===== src/common/extractor_pkg.sv =====
//------------------------------------------------
// Extractor shared definitions
// Word widths, slot and transmitter state types,
// byte mask helpers for the MAC side
//------------------------------------------------

package extractor_pkg;

  // Packet word geometry
  parameter int DATA_WIDTH = 64;
  parameter int KEEP_WIDTH = DATA_WIDTH / 8;
  parameter int LWB_WIDTH  = 4;

  // Life cycle of one ring slot
  typedef enum logic [1:0] {
    BUF_UNUSED  = 2'b00,
    BUF_WRITING = 2'b01,
    BUF_LOADED  = 2'b10,
    BUF_READING = 2'b11
  } buf_state_e;

  // MAC side sequencing
  typedef enum logic [2:0] {
    TX_IDLE,
    TX_PREFETCH,
    TX_AWAIT_ACK,
    TX_WRITE,
    TX_SILENT
  } tx_state_e;

  // Byte count 1..8 to a mask of that many low bits
  function automatic logic [KEEP_WIDTH-1:0] bytes_to_keep(input logic [LWB_WIDTH-1:0] bytes);
    logic [KEEP_WIDTH-1:0] keep;
    keep = '0;
    for (int i = 0; i < KEEP_WIDTH; i++) begin
      keep[i] = (i < bytes);
    end
    return keep;
  endfunction

  // Output byte k takes input byte 7-k, masked by keep bit k
  function automatic logic [DATA_WIDTH-1:0] byte_reverse_masked(
    input logic [DATA_WIDTH-1:0] data,
    input logic [KEEP_WIDTH-1:0] keep
  );
    logic [DATA_WIDTH-1:0] out;
    for (int k = 0; k < KEEP_WIDTH; k++) begin
      out[8*k +: 8] = keep[k] ? data[8*(KEEP_WIDTH-1-k) +: 8] : 8'h00;
    end
    return out;
  endfunction

endpackage


===== src/verilog/engine_writer.sv =====
//------------------------------------------------
// Engine writer
// Moves one packet from the show-ahead engine FIFO
// into the ring slot currently open for writing
//------------------------------------------------

`timescale 1ns/100ps

module engine_writer #(
  parameter int ADDR_WIDTH = 8
) (
  input  logic                                 i_clk,
  input  logic                                 i_areset,

  input  logic                                 i_engine_packet_available,
  input  logic                                 i_engine_fifo_empty,
  input  logic [extractor_pkg::DATA_WIDTH-1:0] i_engine_fifo_rd_data,
  input  logic  [extractor_pkg::LWB_WIDTH-1:0] i_engine_bytes_last_word,
  output logic                                 o_engine_fifo_rd_en,
  output logic                                 o_engine_packet_read,

  input  extractor_pkg::buf_state_e            i_wr_state,
  output logic                                 o_wr_en,
  output logic                [ADDR_WIDTH-1:0] o_wr_offset,
  output logic [extractor_pkg::DATA_WIDTH-1:0] o_wr_data,
  output logic  [extractor_pkg::LWB_WIDTH-1:0] o_wr_bytes_last,
  output logic                                 o_mark_writing,
  output logic                                 o_mark_loaded
);

  //------------------------------------------------
  // Packet start and end decisions
  //------------------------------------------------

  logic                  slot_free;
  logic                  slot_writing;
  logic                  start_packet;
  logic                  copy_word;
  logic                  end_packet;
  logic [ADDR_WIDTH-1:0] offset_reg;

  assign slot_free    = (i_wr_state == extractor_pkg::BUF_UNUSED);
  assign slot_writing = (i_wr_state == extractor_pkg::BUF_WRITING);

  // Claim only when a whole packet waits and data is at the head
  assign start_packet = slot_free && i_engine_packet_available && !i_engine_fifo_empty;

  // One head word per cycle while the slot is open
  assign copy_word = slot_writing && !i_engine_fifo_empty;

  // FIFO ran dry inside the slot, so the packet is complete
  assign end_packet = slot_writing && i_engine_fifo_empty;

  //------------------------------------------------
  // Word offset inside the slot
  //------------------------------------------------

  always_ff @(posedge i_clk or posedge i_areset) begin
    if (i_areset) begin
      offset_reg <= '0;
    end else if (start_packet) begin
      offset_reg <= '0;
    end else if (copy_word) begin
      offset_reg <= offset_reg + 1'b1;
    end
  end

  // Pop and write happen on the same edge
  assign o_engine_fifo_rd_en = copy_word;
  assign o_wr_en             = copy_word;
  assign o_wr_offset         = offset_reg;
  assign o_wr_data           = i_engine_fifo_rd_data;

  // Byte count is latched by the ring together with the claim
  assign o_wr_bytes_last = i_engine_bytes_last_word;
  assign o_mark_writing  = start_packet;

  assign o_mark_loaded        = end_packet;
  assign o_engine_packet_read = end_packet;

endmodule


===== config.mk =====
export PLATFORM = sky130hd
export DESIGN_NAME = engine_writer
export DESIGN_NICKNAME = d
export VERILOG_FILES = /design/src/common/extractor_pkg.sv /design/src/verilog/engine_writer.sv
export SDC_FILE = /design/constraint.sdc
export NUM_CORES = 1
export LEC_CHECK = 0
export ABC_CLOCK_PERIOD_IN_PS = 1100
export BUFFER_PORTS_ARGS = -buffer_cell sky130_fd_sc_hd__buf_2
export CAP_MARGIN = 5
export CORE_ASPECT_RATIO = 1.1
export CORE_MARGIN = 5
export CORE_UTILIZATION = 26
export DETAILED_ROUTE_END_ITERATION = 12
export PLACE_DENSITY = 0.82
export SLEW_MARGIN = 30
export SYNTH_ARGS = -nofsm -noshare
export SYNTH_HDL_FRONTEND = slang
export SYNTH_SLANG_ARGS = --single-unit

===== constraint.sdc =====
create_clock -name i_clk -period 1.1 [get_ports i_clk]
set_input_delay 0 -clock i_clk [delete_from_list [all_inputs] [get_ports i_clk]]
set_output_delay 0 -clock i_clk [all_outputs]
set_load 0.01 [all_outputs]

==> metrics list, run 1 <==
- Status: finished with violations
* Failing checks: setup timing
- In this run the number of H-tree levels came out at 1.
- Of all flip-flops after synthesis, the portion carrying an async set or reset was 1.000.
* Slew Limit Fails: 0
* Clock Tree Buf Depth: 2
- In this run the static leakage power is 0.4279 nW.
* CTS tree: done
- By startpoint and endpoint, the worst setup path is classified as flip-flop to flip-flop.
- After detailed routing, the total wire length is 1.943 mm.
- Drt drc: 0
- The initialized floorplan defines 23 standard-cell rows.
* Number of vias per cell: 4.356
- Root buffer cell: sky130_fd_sc_hd__clkbuf_8
* Clock latency reported for the late side of the worst-skew pair: 0.23 ns
* Routed via count: 575
* Number of buffers created by CTS: 3
- Buffers placed on the I/O ports in this run total 18.
- After global routing the overflow that remains totals 0.
* Cells along the critical path: ha_2, and4bb_2, a211oi_2, a31o_2
- Pin count of the biggest net entering global routing: 9
* Minimum setup slack after placement: -0.1285 ns
- Tightest slew margin relative to the limit: 0.7747
* Post-route worst setup slack: -0.1193 ns
- Most common flop cell mapped by yosys: sky130_fd_sc_hd__dfrtp_1
- The finished cells cover 792.0 um^2.
* Fraction of layout cells with a size suffix above 1: 0.5976
- Sequential fraction of the synthesis area: 0.2078
- STA classifies the critical path startpoint as a flip-flop.
* Overall fraction of global-route tracks in use: 0.08484
- Fill cells in the final layout number 403.
- Synthesis handed over a netlist of 115 instances.
- From bottom edge to top edge, the die measures 73.85 um.
* Ratio of final minimum period to clock period: 1.108
* Hold-critical path endpoint: o_wr_bytes_last[0]
* Total of warnings raised by yosys: 0
- Once detailed placement completed, the half-perimeter wirelength came to 1.456 mm.
- The clock net in this run drives a total of 8 sinks.
- Setup repair after global routing could not meet its margin everywhere.
* Synthesized area per cell: 8.378 um^2
* Maximum operating frequency: 0.8202 GHz
- Critical Path RT: 1.22 ns
* Start point of the worst min-delay path: i_engine_bytes_last_word[0]
- Cell at the slowest stage of the critical path: sky130_fd_sc_hd__dfrtp_2
- IR analysis of the VDD net gives a maximum drop of 0.0003700 V.
- The number of nets in the synthesized netlist is 190.
- Setup slack on the worst flop-to-flop path: -0.12 ns
- Signal arrival time at the worst endpoint: 1.34 ns
- Number of cells on the worst hold path: 0
* Global placement routability congestion: 0.7739
- Detailed-router iteration count before antenna repair: 4
- After synthesis the netlist holds a flip-flop and latch count of 8.
- Relative to the synthesized area, the layout overhead comes to -17.79%.
* Number of DRC markers in iteration 0: 68
- Number of nets in the finished design: 159
- Worst min-delay path category: input pin to output pin
* Overall power after layout: 0.001114 W
* Area post-placement: 701.9 um^2
* Final Hold Viols: 0
- Die ar.: 5024 um^2
- Pwr/cell area: 1407 nW/um^2
- The count of cells in the finished layout, fillers not included, comes to 132.
- Endpoint of the worst-slack reg-to-reg timing path: o_wr_offset[6]
* Number of antenna-violating nets in the routed design: 0
- Once layout is complete, the utilization of the core stands at 0.2184.
- Reg2Reg Launch Point: o_wr_offset[0]
* Ports: 155
- On the worst path, the slowest cell contributes a delay of 0.36 ns.
- After floorplanning, the core was sized to cover 3626 um^2.
- Time the final worst path needs with I/O delays and setup: 1.219 ns
* Average wire length per cell after detail routing: 14.72 um
- The die is 68.04 um wide.
- Instance count after placement with tap cells included: 124
* Number of cells traversed by the worst register-to-register path: 4
* Starting density of the core: 0.2657
* Number of antenna violations at the first check in global routing: 0
- Global-route wire length before repair: 2.994 mm
- On the final layout, the worst clock skew is 0.002648 ns.
- STA classifies the critical path endpoint as a flip-flop.
* Count of maximum capacitance violations: 0
* Number of flops mapped to enable cells by yosys: 0
- Worst-Margin Slew: 0.3376 ns
- Setup-failing EPs final: 6
* Number of flip-flops in the largest register: 8
- The number of global-route vias before repair was 616.
* Highest net fanout along the worst path: 4
- The repair_antennas step left the layout with diodes totalling 0.
* Count of cell types in the netlist: 25
- Clk pin slew, worst setup/hold paths: 0.04 ns
- Netlist area before placement: 963.4 um^2
==> Yosys cell counts, types with 2 or more instances <==
library cell              number  share of area
sky130_fd_sc_hd__inv_1         4          0.016
sky130_fd_sc_hd__nand3_1       4          0.021
sky130_fd_sc_hd__mux2i_1       3          0.031
sky130_fd_sc_hd__nor2_1        2         0.0078
sky130_fd_sc_hd__dfrtp_1       8           0.21
sky130_fd_sc_hd__buf_4        70           0.55
sky130_fd_sc_hd__nand2_1       6          0.023
==> worst max path at each step <==
| stage | start | end | slack [ns] | cells after the start |
|---|---|---|---|---|
| after detailed placement | i_wr_state[1] | o_wr_offset[7] | -0.13 | 5 |
| after floorplan | o_wr_offset[1] | o_wr_offset[6] | -0.14 | 4 |
| after global routing | o_wr_offset[1] | o_wr_offset[6] | -0.19 | 4 |
| final | o_wr_offset[0] | o_wr_offset[6] | -0.12 | 4 |
| after global placement | i_wr_state[1] | o_wr_offset[7] | -0.13 | 5 |
| after CTS | o_wr_offset[1] | o_wr_offset[6] | -0.12 | 4 |
==> per-layer routing <==
layer / wire [um] / part of all wire / up-vias / GRT usage
met5: 0 / 0 / - / 0
met4: 230 / 0.12 / 0 / 0.1258
met3: 263 / 0.14 / 37 / 0.05199
met2: 855 / 0.44 / 38 / 0.1199
met1: 593 / 0.31 / 264 / 0.06428
li1: - / - / 236 / -
==> stage by stage <==
step | setup TNS, ns | hold WS [ns]
CTS | -0.3373 | 0.00006862
global route | -0.8065 | 0.00001539
finish | -0.3579 | 0.000003906
floorplan | -0.5064 | -0.1845
global placement | -0.5566 | -0.03958
detailed placement | -0.6688 | -0.02737
==> final cells by class <==
class	instances	area, um^2	share of cell area
multi-input combinational	31	242.7	0.3065
timing repair buffer	36	227.7	0.2875
sequential	8	202.7	0.2559
tap	50	62.56	0.07899
clock buffer	3	41.29	0.05213
inverter	4	15.01	0.01896
==> where the power goes <==
| group | internal (W) | total [W] | switching [W] |
|---|---|---|---|
| registers | 0.000340 | 0.000372 | 0.0000316 |
| logic | 0.000207 | 0.000376 | 0.000169 |
| clock network | 0.000238 | 0.000366 | 0.000128 |
==> critical path, delay by kind of cell (launching register included) <==
| family | cells | cell delay, ns |
|---|---|---|
| fa+ha+maj | 1 | 0.15 |
| flops | 1 | 0.36 |
| simple gates | 1 | 0.29 |
| compound gates | 2 | 0.30 |
==> timing repair <==
item                                    4_1_cts  5_1_grt
pin swaps                                     6        0
hold buffers                                  1        0
setup buffers                                 4        0
endpoints found under the setup margin        5        6
endpoints found under the hold margin         8        0
gates resized for setup                       2        1
==> cell families after synthesis <==
logic type      count (synthesis)  share of synthesized area
buf+inv                        76                     0.5701
flops                           8                     0.2078
fa+ha+maj                       1                    0.01298
compound gates                  5                    0.03506
simple gates                   21                     0.1338
xor+xnor                        1                   0.009093
mux                             3                    0.03117
==> cell usage in the layout (no fill, tap or decap), drive strengths merged, types with 2 or more instances in the layout <==
master / instances
clkbuf: 3
inv: 4
mux2i: 3
nand3: 4
nor2: 2
dfrtp: 8
buf: 35
nand2: 6
(Power assumes the default switching activity.)
==> run 2: changes to the inputs <==
--- a/config.mk
+++ b/config.mk
@@ -8,11 +8,14 @@
 export ABC_CLOCK_PERIOD_IN_PS = 1100
 export BUFFER_PORTS_ARGS = -buffer_cell sky130_fd_sc_hd__buf_2
 export CAP_MARGIN = 5
+export CELL_PAD_IN_SITES_DETAIL_PLACEMENT = 1
+export CELL_PAD_IN_SITES_GLOBAL_PLACEMENT = 2
 export CORE_ASPECT_RATIO = 1.1
 export CORE_MARGIN = 5
-export CORE_UTILIZATION = 26
+export CORE_UTILIZATION = 10
 export DETAILED_ROUTE_END_ITERATION = 12
-export PLACE_DENSITY = 0.82
+export PLACE_DENSITY = 0.77
+export SETUP_SLACK_MARGIN = 0.15
 export SLEW_MARGIN = 30
 export SYNTH_ARGS = -nofsm -noshare
 export SYNTH_HDL_FRONTEND = slang
==> metrics list, run 2 (synthesized netlist as in run 1, its figures left out) <==
* Status: finished with violations
* Failing checks: setup timing
* CTS H-tree depth: 1 (unchanged)
* Number of DRC markers in iteration 0: 8 (-88%)
* Highest net fanout along the worst path: 4 (unchanged)
- Start point of the worst min-delay path: i_engine_fifo_rd_data[20]
* Root buffer cell: sky130_fd_sc_hd__clkbuf_8
- The switching power is 0.0003311 W (+0.70%).
- Time the final worst path needs with I/O delays and setup: 1.200 ns (-0.01934 ns)
* CTS tree: done
- The post-DP HPWL is 1.895 mm (+30%).
- Average wire length per cell after detail routing: 12.17 um (-17%)
- Sw frac: 0.2963 (+0.001274)
* Setup-failing EPs final: 6 (unchanged)
- Among all stages on the critical path, the largest delay is contributed by sky130_fd_sc_hd__dfrtp_2.
* Starting density of the core: 0.1025 (-0.1632)
* Max IR drop VDD: 0.0003480 V (-5.9%)
* Number of vias per cell: 2.850 (-35%)
- Critical Path RT: 1.21 ns (about the same)
- The total power came to 0.001117 W (+0.27%).
- Congestion Overflow GR: 0 (unchanged)
- Clock latency reported for the late side of the worst-skew pair: 0.22 ns (about the same)
- The normalized max-slew margin is 0.7780 (+0.003337).
* Utilization after layout: 0.09972 (-0.1187)
* Leading cell type in the layout, fill and taps excluded: sky130_fd_sc_hd__buf_2
* Instance count after placement with tap cells included: 189 (+52%)
- Signal arrival time at the worst endpoint: 1.31 ns (-0.03 ns)
* Ports: 155 (unchanged)
- Number of placement rows: 37 (+61%)
- STA classifies the critical path startpoint as a flip-flop.
* Static leakage: 0.4421 nW (+3.3%)
- The path class of the tightest hold or removal check is input pin to output pin.
- Worst-Margin Slew: 0.3326 ns (-0.005001 ns)
- The clock sink count was 8 (unchanged).
- The area of the core was 9398 um^2 (+160%).
- The number of clock buffers inserted by TritonCTS came to 3 (unchanged).
- The flip-flop count of the largest register, all copies and words added is 8 (unchanged).
- Kind of end point of the critical path: flip-flop
- Growth of design area from synthesis to finish: -2.727%
* Via count of the first global-routing pass: 663 (+7.6%)
- The delay of the slowest cell on the worst path was 0.40 ns (+0.04 ns).
- The final cycle utilization of the critical path came to 1.091 (-0.01758).
- The multi-input combinational cell area was 270.3 um^2 (+11%).
- Global placement routability congestion: 0.7289 (-5.8%)
* Critical setup path kind: flip-flop to flip-flop
- Global-route wire length before repair: 3.615 mm (+21%)
- The power share of the sequential group was 0.347 (+0.013).
* Setup repair after global routing missed its margin: true
* Clock Tree Buf Depth: 2 (unchanged)
- In this run the critical register-to-register path is launched from o_wr_offset[0].
- Overall fraction of global-route tracks in use: 0.04176 (-0.04307)
- The critical path ends at o_wr_offset[6].
* Post-route worst setup slack: -0.09994 ns (+0.01934 ns)
- Routed wire length: 2.434 mm (+25%)
- Tracing the worst setup path back leads to its startpoint at o_wr_offset[0].
- The filler cell count was 1110 (+180%).
* Number of antenna-violating nets in the routed design: 0 (unchanged)
- Endpoint of the worst-slack reg-to-reg timing path: o_wr_offset[6]
* Clock Power Share: 0.306 (-0.023)
* Number of cells traversed by the worst register-to-register path: 4 (unchanged)
* Drt drc: 0 (unchanged)
- Die ar.: 11700 um^2 (+130%)
* Final Hold Viols: 0 (unchanged)
- The clock-pin slew on the worst setup and hold paths was 0.04 ns (about the same).
- Final standard cell count with taps included and fillers excluded: 200 (+52%)
* Fraction of layout cells with a size suffix above 1: 0.6506 (+0.05304)
* Area post-placement: 775.7 um^2 (+11%)
- Area used by sequential logic in the layout: 202.7 um^2 (unchanged)
* Cell area after layout: 937.1 um^2 (+18%)
- Detailed-router iteration count before antenna repair: 3 (-1)
- The number of port buffers came to 18 (unchanged).
* Post-Route Setup TNS: -0.3332 ns (+0.02472 ns)
* Number of nets in the finished design: 160 (+0.63%)
* Pwr/cell area: 1192 nW/um^2 (-15%)
- Antenna diode count: 0 (unchanged)
* Setup slack on the worst flop-to-flop path: -0.1 ns (+0.02 ns)
- Count of maximum capacitance violations: 0 (unchanged)
* Final worst clock skew: 0.0006033 ns (-0.002044 ns)
* Cells along the critical path: ha_4, and4bb_4, a211oi_2, a31o_2
* Internal Power: 0.0007863 W (about the same)
* Combinational group share of total power: 0.347 (+0.009)
- The max-slew violation count was 0 (unchanged).
- The die extent in y was 112.9 um (+53%).
* Pin count of the biggest net entering global routing: 9 (unchanged)
- The overall die width was 103.6 um (+52%).
- The total via count after detailed routing came to 570 (-0.87%).
* Number of antenna violations at the first check in global routing: 0 (unchanged)
- Most used cells in the layout excluding fill and tap cells: sky130_fd_sc_hd__buf_2 (17), sky130_fd_sc_hd__buf_4 (14), sky130_fd_sc_hd__nand2_1 (6), sky130_fd_sc_hd__dfrtp_1 (6), sky130_fd_sc_hd__buf_6 (5)
- Maximum operating frequency: 0.8334 GHz (+1.6%)
-- run 2: cell count changes in the layout (fill, tap and decap cells not counted) --
cell | previous run | this run
sky130_fd_sc_hd__inv_1 | 3 | 2
sky130_fd_sc_hd__ha_2 | 1 | 0
sky130_fd_sc_hd__buf_2 | 18 | 17
sky130_fd_sc_hd__or4_1 | 1 | 0
sky130_fd_sc_hd__and4bb_2 | 1 | 0
sky130_fd_sc_hd__nand3_2 | 0 | 2
sky130_fd_sc_hd__buf_6 | 0 | 5
sky130_fd_sc_hd__and4bb_4 | 0 | 1
sky130_fd_sc_hd__buf_4 | 17 | 14
sky130_fd_sc_hd__ha_4 | 0 | 1
sky130_fd_sc_hd__inv_6 | 0 | 1
sky130_fd_sc_hd__or4_4 | 0 | 1
sky130_fd_sc_hd__nand3_1 | 4 | 2
-- run 2: cell type report --
class                   count  area share
multi-input cells          31      0.2884
flip-flops and latches      8      0.2163
repair buffers             37      0.2737
inverters                   4     0.02136
well taps                 117      0.1562
clock buffers               3     0.04406
-- run 2: worst min path at each step --
| stage | end | slack (ns) | depth (start not counted) |
|---|---|---|---|
| CTS | o_wr_data[14] | 0.00007 | 0 |
| finish | o_wr_data[20] | 0.000004 | 0 |
| global placement | o_wr_offset[4] | -0.02 | 2 |
| floorplan | o_wr_offset[1] | -0.18 | 1 |
| global route | o_wr_data[12] | 0.00001 | 0 |
| detailed placement | o_wr_offset[4] | 0.00007 | 2 |
-- run 2: worst max-delay path: cells and delay by family (launching register included) --
family | cells | cell delay [ns]
simple gates | 1 | 0.27
compound gates | 2 | 0.28
fa+ha+maj | 1 | 0.14
flops | 1 | 0.40
-- run 2: repair_timing --
action                                  in CTS  in global routing
resized for setup                            8                  5
hold buffers                                 1                  0
pin swaps                                    6                  1
endpoints found under the setup margin       9                 13
setup buffers                                4                  3
hold endpoints to repair                     8                  0
-- run 2: per-layer routing --
| metal | wire [um] | track usage |
|---|---|---|
| met5 | 0 | 0 |
| met3 | 395 | 0.03023 |
| met2 | 1108 | 0.05995 |
| met4 | 207 | 0.05687 |
| met1 | 722 | 0.03143 |
-- run 2: through the flow --
stage,hold slack (ns),setup WS [ns]
2_1_floorplan,-0.1845,-0.1382
3_3_place_gp,-0.01539,-0.1484
3_5_place_dp,0.00006862,-0.1679
4_1_cts,0.00006862,-0.1382
5_1_grt,0.00001327,-0.1509
6_report,0.000003694,-0.09994
-- run 2: power groups by stage --
stage	sequential [W]	combinational (W)	clock, W
2_1_floorplan	0.000412	0.000349	0
3_3_place_gp	0.000376	0.000288	0
3_5_place_dp	0.000382	0.000291	0
4_1_cts	0.000385	0.000346	0.000350
5_1_grt	0.000392	0.000425	0.000367
6_report	0.000387	0.000388	0.000342
