$ cat src/common/extractor_pkg.sv
//------------------------------------------------
// Extractor shared definitions
// Word widths, slot and transmitter state types,
// byte mask helpers for the MAC side
//------------------------------------------------

package extractor_pkg;

  // Packet word geometry
  parameter int DATA_WIDTH = 64;
  parameter int KEEP_WIDTH = DATA_WIDTH / 8;
  parameter int LWB_WIDTH  = 4;

  // Life cycle of one ring slot
  typedef enum logic [1:0] {
    BUF_UNUSED  = 2'b00,
    BUF_WRITING = 2'b01,
    BUF_LOADED  = 2'b10,
    BUF_READING = 2'b11
  } buf_state_e;

  // MAC side sequencing
  typedef enum logic [2:0] {
    TX_IDLE,
    TX_PREFETCH,
    TX_AWAIT_ACK,
    TX_WRITE,
    TX_SILENT
  } tx_state_e;

  // Byte count 1..8 to a mask of that many low bits
  function automatic logic [KEEP_WIDTH-1:0] bytes_to_keep(input logic [LWB_WIDTH-1:0] bytes);
    logic [KEEP_WIDTH-1:0] keep;
    keep = '0;
    for (int i = 0; i < KEEP_WIDTH; i++) begin
      keep[i] = (i < bytes);
    end
    return keep;
  endfunction

  // Output byte k takes input byte 7-k, masked by keep bit k
  function automatic logic [DATA_WIDTH-1:0] byte_reverse_masked(
    input logic [DATA_WIDTH-1:0] data,
    input logic [KEEP_WIDTH-1:0] keep
  );
    logic [DATA_WIDTH-1:0] out;
    for (int k = 0; k < KEEP_WIDTH; k++) begin
      out[8*k +: 8] = keep[k] ? data[8*(KEEP_WIDTH-1-k) +: 8] : 8'h00;
    end
    return out;
  endfunction

endpackage

$ cat src/mac_tx/mac_transmitter.sv
//------------------------------------------------
// MAC transmitter
// Sends the oldest loaded slot: start strobe, wait
// for acknowledge, stream words, one silent cycle
//------------------------------------------------

`timescale 1ns/100ps

module mac_transmitter #(
  parameter int ADDR_WIDTH = 8
) (
  input  logic                                 i_clk,
  input  logic                                 i_areset,

  // Ring side
  input  extractor_pkg::buf_state_e            i_rd_state,
  input  logic [extractor_pkg::DATA_WIDTH-1:0] i_rd_data,
  input  logic                [ADDR_WIDTH-1:0] i_rd_last_offset,
  input  logic  [extractor_pkg::LWB_WIDTH-1:0] i_rd_bytes_last,
  output logic                [ADDR_WIDTH-1:0] o_rd_offset,
  output logic                                 o_mark_reading,
  output logic                                 o_mark_free,

  // MAC side
  input  logic                                 i_mac_tx_ack,
  output logic                                 o_mac_tx_start,
  output logic [extractor_pkg::KEEP_WIDTH-1:0] o_mac_tx_data_valid,
  output logic [extractor_pkg::DATA_WIDTH-1:0] o_mac_tx_data
);

  extractor_pkg::tx_state_e tx_state_reg;
  extractor_pkg::tx_state_e tx_state_new;

  // Index of the word sitting in i_rd_data
  logic [ADDR_WIDTH-1:0] rd_addr_reg;
  logic [ADDR_WIDTH-1:0] rd_addr_new;

  logic                                 start_new;
  logic [extractor_pkg::KEEP_WIDTH-1:0] valid_reg;
  logic [extractor_pkg::KEEP_WIDTH-1:0] valid_new;
  logic [extractor_pkg::DATA_WIDTH-1:0] word_reg;
  logic                                 word_we;
  logic                                 load_word;
  logic                                 last_reg;
  logic                                 last_new;

  //------------------------------------------------
  // Sequencing
  //------------------------------------------------

  always_comb begin
    tx_state_new   = tx_state_reg;
    rd_addr_new    = rd_addr_reg;
    start_new      = 1'b0;
    valid_new      = valid_reg;
    word_we        = 1'b0;
    load_word      = 1'b0;
    last_new       = last_reg;
    o_mark_reading = 1'b0;
    o_mark_free    = 1'b0;
    case (tx_state_reg)
      extractor_pkg::TX_IDLE: begin
        valid_new = '0;
        if (i_rd_state == extractor_pkg::BUF_LOADED) begin
          o_mark_reading = 1'b1;
          tx_state_new   = extractor_pkg::TX_PREFETCH;
        end
      end
      extractor_pkg::TX_PREFETCH: begin
        // Word 0 is ready, present it with the start strobe
        start_new    = 1'b1;
        valid_new    = '1;
        word_we      = 1'b1;
        last_new     = 1'b0;
        rd_addr_new  = rd_addr_reg + 1'b1;
        tx_state_new = extractor_pkg::TX_AWAIT_ACK;
      end
      extractor_pkg::TX_AWAIT_ACK: begin
        // Word 0 holds until the MAC accepts it
        load_word = i_mac_tx_ack;
      end
      extractor_pkg::TX_WRITE: begin
        if (last_reg) begin
          valid_new    = '0;
          tx_state_new = extractor_pkg::TX_SILENT;
        end else begin
          load_word = 1'b1;
        end
      end
      extractor_pkg::TX_SILENT: begin
        o_mark_free  = 1'b1;
        valid_new    = '0;
        rd_addr_new  = '0;
        tx_state_new = extractor_pkg::TX_IDLE;
      end
      default: begin
        valid_new    = '0;
        rd_addr_new  = '0;
        tx_state_new = extractor_pkg::TX_IDLE;
      end
    endcase
    // Move the prefetched word to the outputs and read one further
    if (load_word) begin
      word_we      = 1'b1;
      rd_addr_new  = rd_addr_reg + 1'b1;
      tx_state_new = extractor_pkg::TX_WRITE;
      if (rd_addr_reg == i_rd_last_offset) begin
        valid_new = extractor_pkg::bytes_to_keep(i_rd_bytes_last);
        last_new  = 1'b1;
      end else begin
        valid_new = '1;
        last_new  = 1'b0;
      end
    end
  end

  // Ring returns data one cycle after the offset, so ask for the next index
  assign o_rd_offset = rd_addr_new;

  //------------------------------------------------
  // Registers
  //------------------------------------------------

  always_ff @(posedge i_clk or posedge i_areset) begin
    if (i_areset) begin
      tx_state_reg   <= extractor_pkg::TX_IDLE;
      rd_addr_reg    <= '0;
      o_mac_tx_start <= 1'b0;
      valid_reg      <= '0;
      last_reg       <= 1'b0;
    end else begin
      tx_state_reg   <= tx_state_new;
      rd_addr_reg    <= rd_addr_new;
      o_mac_tx_start <= start_new;
      valid_reg      <= valid_new;
      last_reg       <= last_new;
    end
  end

  always_ff @(posedge i_clk) begin
    if (word_we) begin
      word_reg <= i_rd_data;
    end
  end

  // Zero mask also zeroes the data, which gives the silent cycle
  assign o_mac_tx_data_valid = valid_reg;
  assign o_mac_tx_data       = extractor_pkg::byte_reverse_masked(word_reg, valid_reg);

endmodule

$ cat config.mk
export PLATFORM = sky130hd
export DESIGN_NAME = mac_transmitter
export DESIGN_NICKNAME = d
export VERILOG_FILES = /design/src/common/extractor_pkg.sv /design/src/mac_tx/mac_transmitter.sv
export SDC_FILE = /design/constraint.sdc
export NUM_CORES = 1
export LEC_CHECK = 0
export BUFFER_PORTS_ARGS = -buffer_cell sky130_fd_sc_hd__buf_4
export CORE_MARGIN = 3
export CORE_UTILIZATION = 46
export DETAILED_ROUTE_END_ITERATION = 16
export PLACE_DENSITY = 0.89
export SLEW_MARGIN = 10
export SYNTH_ARGS = -nofsm -noshare
export SYNTH_HDL_FRONTEND = slang
export SYNTH_SLANG_ARGS = --single-unit
$ cat constraint.sdc
create_clock -name i_clk -period 2.19 [get_ports i_clk]
set_input_delay 0 -clock i_clk [delete_from_list [all_inputs] [get_ports i_clk]]
set_output_delay 0 -clock i_clk [all_outputs]
set_load 0.02 [all_outputs]
==> out/results.ini, run 1 <==
[min_path]
min_from=i_rd_state[1]
worstHoldPathCells=3
min_to=tx_state_reg[0]
hp-class=in -> reg

[critical_path]
cp-start-kind=flop
path_cells=and2b_4 > o21a_4 > nor2_4 > inv_4 > buf_4 > a22o_1 > buf_4
ff2ff_setup_slack_ns=0.41
rr_worst_depth=6
cp_data_arrival_time_ns=2.08
path_buf_inv=3
crit_type=reg -> out
critPathLaunch=tx_state_reg[0]
r2r_end=word_reg[48]
max_stage_delay_ns=0.44
crit_required_ns=2.19
r2r-start=tx_state_reg[1]
critical_path.top_delay_family=compound AO/OA/AOI/OAI gates
crit_top_cell=buf_4
endpoint_kind=output port
crit_slowest_cell=dfrtp_2
critPathMaxFanout=13

[yosys]
synthTopCellsByCount=and2_1, edfxtp_1, dfrtp_1
synth_cell_types=36
ys_warn_count=0
ys.flop_type=edfxtp_1
syn-instance-count=244
synth_seq_cells=85
synth_area_leader_cell=edfxtp_1
synth-seq-area-share=0.706
netlist_area_sq_mm=0.00346
netlist.area_leader.share=0.555
synthTopCellsByArea=edfxtp_1, dfrtp_1, and2_1, xor2_1, o21ai_0
yosys.cell_count.top_type=and2_1
synth-edff-count=64
synth_async_sr_flop_share=0.247
synth_area_per_cell_sq_um=14.2
synth_fp_nets=326

[timing]
slew_headroom=0.476
tightest_slew_ns=0.786
finalHoldViolations=0
clock_skew_ns=0.00756
setup_violations=0
slew_viol_final=0
period_share=0.951
fmax_mhz=480
fin_setup_tns_ns=0
fin_crit_ns=2.08
rsz0062_at_grt=false

[route]
num_vias=2861
first_pass_iters=6
drt_wl_total_um=9220
avgViaCountPerCell=4.82
wl_per_cell_um=15.5
drt_iter0_markers=107
drtAntennaViolNets=0
drc=0

[placed_design]
dp_hpwl_um=6000
io_buffers=163
dp_cells=507
gp_congestion=0.818

[global_route]
grt.total_usage=0.216
grt_max_degree=29
overflow=0
antenna_found_initial=0
grt_pass1_vias=3014
grt_pass1_wl_um=14600

[finish]
post-route-util=0.795
area_growth_pct=67.3
largest_reg_flops=64
n_antenna_cell=0
final-instance-count-excl-fill=594
nets=572
drive_above_1_share=0.396

[die]
coreArea_sq_mm=0.00729
io_pins=164
die_w_um=92.8
die_h_um=92.8
die_area_sq_mm=0.00861
num_rows=31
start_util=0.475

[power_and_ir_drop]
p_leak_uw=0.00256
ir_worst_vdd_mv=1.05
p_per_area_mw_per_mm2=1350
finalPower_uw=7850

[clock_network]
cts.sinks=85
cts_tree=yes
clock_latency_ns=0.34
post_cts_buffers=0
root_buffer=clkbuf_8
clkTransAtPathRegs_ns=0.07
cts_buffer_depth=2
h-tree-depth=3
numCtsBuffers=9

[outcome]
status=complete, no violations

[run]
maxCapViolations=0

[layer usage]
layer | GRT usage | vias up | share of wire
met5 | 0 | - | 0
li1 | - | 1356 | -
met1 | 0.249 | 1367 | 0.38
met4 | 0.0647 | 0 | 0.013
met3 | 0.0487 | 11 | 0.070
met2 | 0.398 | 127 | 0.54
[worst register-to-register path: stages (launching register included)]
cell      delay, ns
dfrtp_1        0.41
and2b_4        0.31
nand2b_4       0.08
inv_2          0.08
nor2_4         0.06
inv_4          0.15
buf_4          0.36
[layout by cell type (no fill, tap or decap), drive strengths merged]
master / count
clkinvlp: 1
buf: 166
dlygate4sd3: 71
a21o: 2
inv: 7
o21ai: 11
o41ai: 1
a211oi: 1
and2b: 2
nand3: 7
nand4: 1
xor2: 9
dfrtp: 21
bufinv: 3
o31ai: 1
nand2b: 1
ha: 1
clkbuf: 10
edfxtp: 64
clkinv: 1
a221oi: 2
nor3: 3
nor2: 11
or2: 1
nor2b: 2
nand2: 12
o21a: 1
a22o: 3
o211ai: 2
nor4: 2
a32oi: 1
and3: 3
and2: 66
a21oi: 5
[final cells by class]
class / count / area, sq um
Clock inverter: 6 / 110
Inverter: 6 / 25.0
Clock buffer: 10 / 128
Timing Repair Buffer: 237 / 1970
Sequential cell: 85 / 2450
Multi-Input combinational cell: 151 / 990
Fill cell: 436 / 1500
Tap cell: 99 / 124
[through the flow]
stage	cell area (sq um)	hold slack (ns)	setup slack (ns)
floorplan	3460	-0.0235	0.0587
global placement	4830	0.178	0.371
detailed placement	4830	0.179	0.263
CTS	5780	0.0247	0.0178
global route	5800	0.0418	0.00253
finish	5800	0.0436	0.107
[cells by family (layout without fill, tap and decap cells)]
logic type	count (synthesis)	after routing	share of synthesized area
AO/OA/AOI/OAI	30	30	0.0636
flip-flops	85	85	0.706
buffers and inverters	8	259	0.0112
XOR/XNOR	9	9	0.0228
adder cells (fa/ha/maj)	1	1	0.00361
AND/OR/NAND/NOR	111	111	0.192
[power breakdown]
part / switching, uW / internal, uW / total (uW)
Clock: 538 / 759 / 1300
Sequential: 360 / 2560 / 2920
Combinational: 2050 / 1590 / 3640
Total: 2950 / 4900 / 7850
[how the worst max path moves through the flow]
| stage | depth (start not counted) | endpoint |
|---|---|---|
| after floorplan | 7 | rd_addr_reg[2] |
| after global placement | 5 | word_reg[12] |
| after detailed placement | 5 | word_reg[14] |
| after CTS | 8 | o_rd_offset[5] |
| after global routing | 7 | o_rd_offset[6] |
| final | 7 | o_rd_offset[6] |
[timing repair]
action / in CTS / in global routing
endpoints found under the hold margin: 91 / 0
hold buffers: 71 / 0
endpoints found under the setup margin: 1 / 4
gates resized for setup: 1 / 6
pin swaps: 0 / 1
Note: power is estimated with default switching activity, not from simulation.
==> inputs of run 2 (changes only) <==
--- a/config.mk
+++ b/config.mk
@@ -5,7 +5,7 @@
 export SDC_FILE = /design/constraint.sdc
 export NUM_CORES = 1
 export LEC_CHECK = 0
-export BUFFER_PORTS_ARGS = -buffer_cell sky130_fd_sc_hd__buf_4
+export BUFFER_PORTS_ARGS = -buffer_cell sky130_fd_sc_hd__buf_2
 export CORE_MARGIN = 3
 export CORE_UTILIZATION = 46
 export DETAILED_ROUTE_END_ITERATION = 16
==> run 2 against run 1 <==
Effect of this change:
- total power shrank 10%
- critical path depth is the same
- via count shrank 2.6%
- non-clock buffer count shrank 2
- clock-buffer cell count is the same
- critical path type unchanged
- largest power group unchanged
- highest routed layer unchanged
==> out/results.ini, run 2 (synthesis gave the netlist of run 1 again) <==
[outcome]
status=complete, no violations

[finish]
layout_common_cells=buf_2, dlygate4sd3_1, and2_1
n_antenna_cell=0
n_fill_cell=499
register_area_sq_mm=0.00245
drive_above_1_share=0.391
largest_reg_flops=64
nets=570
area_growth_pct=53.3
layout_commonest_cell=buf_2
multiInputGateArea_sq_um=987

[power_and_ir_drop]
p_sw_uw=2890
ir_worst_vdd_mv=1.00
pwr-share-comb=0.455
p_leak_uw=0.00243
seq_power_share=0.413
intPower_uw=4170
p_clk_frac=0.131
p_per_area_mw_per_mm2=1330
swShare=0.409

[run]
maxCapViolations=0

[die]
die_area_sq_mm=0.00861
die_w_um=92.8
io_pins=164
start_util=0.475
coreArea_sq_mm=0.00729
num_rows=31
die_h_um=92.8

[timing]
period_share=0.937
tightest_slew_ns=0.813
slew_viol_final=0
fmax_mhz=487
fin_setup_tns_ns=0
fin_crit_ns=2.05
setup_violations=0
clock_skew_ns=0.0132
slew_headroom=0.457
fin_ws_ns=0.138
finalHoldViolations=0
rsz0062_at_grt=false

[critical_path]
crit_slowest_cell=dfrtp_1
critPathMaxFanout=20
max_stage_delay_ns=0.43
endpoint_kind=output port
ff2ff_setup_slack_ns=0.47
crit_type=reg -> out
path_cells=and2b_4 > o21a_4 > nor2_4 > inv_6 > a21o_1 > a22o_1 > buf_2
cp-start-kind=flop
rr_worst_depth=5
cp_data_arrival_time_ns=2.05
crit_required_ns=2.19

[clock_network]
cts_tree=yes
clock_latency_ns=0.34
root_buffer=clkbuf_8
clkTransAtPathRegs_ns=0.07
numCtsBuffers=9
h-tree-depth=3
cts.sinks=85
cts_buffer_depth=2

[route]
drt_iter0_markers=150
drtAntennaViolNets=0
wl_per_cell_um=15.2
drt_wl_total_um=8990
num_vias=2786
first_pass_iters=4
avgViaCountPerCell=4.71
drc=0

[global_route]
grt_max_degree=38
grt.total_usage=0.215
grt_pass1_vias=2950
antenna_found_initial=0
overflow=0
grt_pass1_wl_um=14300

[placed_design]
dp_slack_ns=0.293
dp_hpwl_um=5920
gp_congestion=0.834
io_buffers=163

[min_path]
worstHoldPathCells=3
hp-class=in -> reg

-- run 2: power groups by stage --
stage / sequential [uW] / clock [uW] / combinational [uW]
after floorplan: 2910 / 0 / 1940
after global placement: 2900 / 0 / 3000
after detailed placement: 2950 / 0 / 3070
after CTS: 2910 / 969 / 3190
after global routing: 3000 / 1040 / 3460
final: 2920 / 926 / 3210
-- run 2: metrics by stage --
step | power [uW] | util | std cells | area [sq um] | hold slack, ns
after CTS | 7070 | 0.727 | 592 | 5300 | 0.0151
after detailed placement | 6010 | 0.607 | 506 | 4430 | 0.178
after floorplan | 4860 | - | 244 | 3460 | -0.0235
after global routing | 7500 | 0.728 | 592 | 5310 | 0.0293
final | 7050 | 0.728 | 592 | 5310 | 0.0304
after global placement | 5900 | 0.607 | 506 | 4430 | 0.176
-- run 2: cell type report --
cell class                 instances  area share
inverter                           6     0.00518
timing repair buffer             235       0.293
clock inverter                     6     0.00754
multi-input combinational        151       0.186
sequential                        85       0.461
clock buffer                      10      0.0240
tap                               99      0.0233
-- run 2: critical path: cells and delay by family, from the launching register on --
family          cells  cell delay [ns]
compound gates      3             0.62
buf+inv             2             0.28
flops               1             0.43
simple gates        2             0.37
-- run 2: timing repair --
| action | in CTS | in global routing |
|---|---|---|
| gates resized for setup | 1 | 3 |
| hold buffers | 70 | 0 |
| setup buffers | 0 | 0 |
| pin swaps | 0 | 1 |
| endpoints found under the hold margin | 89 | 0 |
| endpoints found under the setup margin | 1 | 4 |
-- run 2: path summary, 6_finish.rpt --
check,to,start
worst max-delay path,o_rd_offset[6],tx_state_reg[0]
worst min-delay path,tx_state_reg[0],i_rd_state[1]
worst max register to register,o_mac_tx_data_valid[0],rd_addr_reg[0]
worst min register to register,last_reg,last_reg
max in group asynchronous,tx_state_reg[1],i_areset
min in group asynchronous,o_mac_tx_data_valid[3],i_areset
-- run 2: layer usage --
layer | up-vias | track usage | part of all wire
met4 | 0 | 0.0647 | 0.015
met5 | - | 0 | 0
met1 | 1320 | 0.240 | 0.38
met3 | 10 | 0.0609 | 0.067
li1 | 1354 | - | -
met2 | 102 | 0.394 | 0.54
==> inputs of run 3 (changes only) <==
--- a/config.mk
+++ b/config.mk
@@ -6,10 +6,11 @@
 export NUM_CORES = 1
 export LEC_CHECK = 0
 export BUFFER_PORTS_ARGS = -buffer_cell sky130_fd_sc_hd__buf_2
+export CAP_MARGIN = 10
 export CORE_MARGIN = 3
 export CORE_UTILIZATION = 46
 export DETAILED_ROUTE_END_ITERATION = 16
-export PLACE_DENSITY = 0.89
+export PLACE_DENSITY = 0.79
 export SLEW_MARGIN = 10
 export SYNTH_ARGS = -nofsm -noshare
 export SYNTH_HDL_FRONTEND = slang
==> run 3 against run 2 <==
Effect of this change:
- register-to-register slack got worse by 0.02 ns
- die area unchanged
- clock power increased by 13%
- worst hold slack got worse by 0.0056 ns
- sequential power about the same
- non-clock buffer count increased by 1
- first-iteration DRC count decreased by 44%
- via count increased by 1.5%
- final area increased by 0.57%
- clock skew decreased by 0.0039 ns
- sequential cell count unchanged
- critical path type unchanged
- critical endpoint unchanged
- largest power group unchanged
==> out/results.ini, run 3 (synthesis gave the netlist of run 1 again) <==
[outcome]
status=complete, no violations

[timing]
tightest_slew_ns=0.836
fmax_mhz=478
finalHoldViolations=0
period_share=0.954
slew_headroom=0.442
fin_setup_tns_ns=0
rsz0062_at_grt=false
fin_crit_ns=2.09
whs_ns=0.0248
slew_viol_final=0
setup_violations=0
clock_skew_ns=0.00937

[route]
drt_wl_total_um=8900
drtAntennaViolNets=0
drc=0
drt_iter0_markers=84
avgViaCountPerCell=4.77
wl_per_cell_um=15.0
first_pass_iters=4
num_vias=2827

[finish]
n_antenna_cell=0
largest_reg_flops=64
area_growth_pct=54.1
nets=571
drive_above_1_share=0.391
layout_common_cells=buf_2, dlygate4sd3_1, and2_1
n_fill_cell=496
layout_commonest_cell=buf_2

[critical_path]
rr_worst_depth=7
crit_type=reg -> out
cp-start-kind=flop
crit_required_ns=2.19
critPathMaxFanout=24
endpoint_kind=output port
cp_data_arrival_time_ns=2.09

[placed_design]
dp_hpwl_um=5780
gp_congestion=0.781
io_buffers=163

[run]
maxCapViolations=0

[die]
io_pins=164
die_h_um=92.8
num_rows=31
die_area_sq_mm=0.00861
die_w_um=92.8
start_util=0.475
coreArea_sq_mm=0.00729

[global_route]
antenna_found_initial=0
grt_pass1_vias=2965
grt.total_usage=0.209
grt_max_degree=38
overflow=0
grt_pass1_wl_um=14000

[clock_network]
clock_latency_ns=0.34
numCtsBuffers=9
h-tree-depth=3
cts_tree=yes
clkTransAtPathRegs_ns=0.08
cts.sinks=85
root_buffer=clkbuf_8
cts_buffer_depth=2

[power_and_ir_drop]
p_per_area_mw_per_mm2=1340
p_leak_uw=0.00243
ir_worst_vdd_mv=0.816
finalPower_uw=7170

[min_path]
worstHoldPathCells=3
hp-class=in -> reg

## run 3: what timing repair did
item / 4_1_cts / 5_1_grt
endpoints found under the setup margin: 4 / 4
hold endpoints to repair: 91 / 0
hold buffers: 70 / 0
pin swaps: 0 / 1
resized for setup: 2 / 3
gates cloned: 0 / 0
setup buffers: 0 / 1
## run 3: metal layers
| layer | global-route usage | up-vias | wire [um] |
|---|---|---|---|
| li1 | - | 1361 | - |
| met1 | 0.251 | 1321 | 3470 |
| met2 | 0.376 | 135 | 4640 |
| met5 | 0 | - | 0 |
| met4 | 0.0635 | 0 | 123 |
| met3 | 0.0455 | 10 | 664 |
## run 3: path summary, 6_finish.rpt
path                                     from                endpoint  slack, ns
max                           tx_state_reg[0]          o_rd_offset[6]        0.1
min                        i_rd_bytes_last[1]  o_mac_tx_data_valid[6]       0.02
max reg2reg                   tx_state_reg[0]  o_mac_tx_data_valid[6]       0.45
min reg2reg                          last_reg                last_reg       0.52
max in group asynchronous            i_areset          rd_addr_reg[6]       1.27
min in group asynchronous            i_areset  o_mac_tx_data_valid[4]       0.40
## run 3: critical path: stages (launching register included)
cell and delay [ns]:
dfrtp_1 0.44, and2b_4 0.20, o21a_4 0.24, nor2_4 0.17, inv_6 0.13, a21o_1 0.20
a22o_1 0.21, buf_2 0.17
## run 3: cell type report
type                       count  area, sq um  share of cell area
clock buffer                  11          131              0.0246
clock inverter                 5         58.8              0.0110
multi-input combinational    151          987               0.185
timing repair buffer         236         1560               0.293
sequential                    85         2450               0.458
tap                           99          124              0.0232
inverter                       6         27.5             0.00515
## run 3: through the flow
| stage | util | instance area [sq um] | setup WS, ns | std cells |
|---|---|---|---|---|
| CTS | 0.730 | 5320 | 0.0468 | 592 |
| finish | 0.732 | 5340 | 0.0997 | 593 |
| global placement | 0.607 | 4430 | 0.279 | 506 |
| global route | 0.732 | 5340 | 0.00660 | 593 |
| floorplan | - | 3460 | 0.0587 | 244 |
| detailed placement | 0.607 | 4430 | 0.181 | 506 |
## run 3: where the power goes
part	internal [uW]	total [uW]	switching, uW
registers	2550	2900	349
clock network	530	1050	518
logic	1220	3220	2000
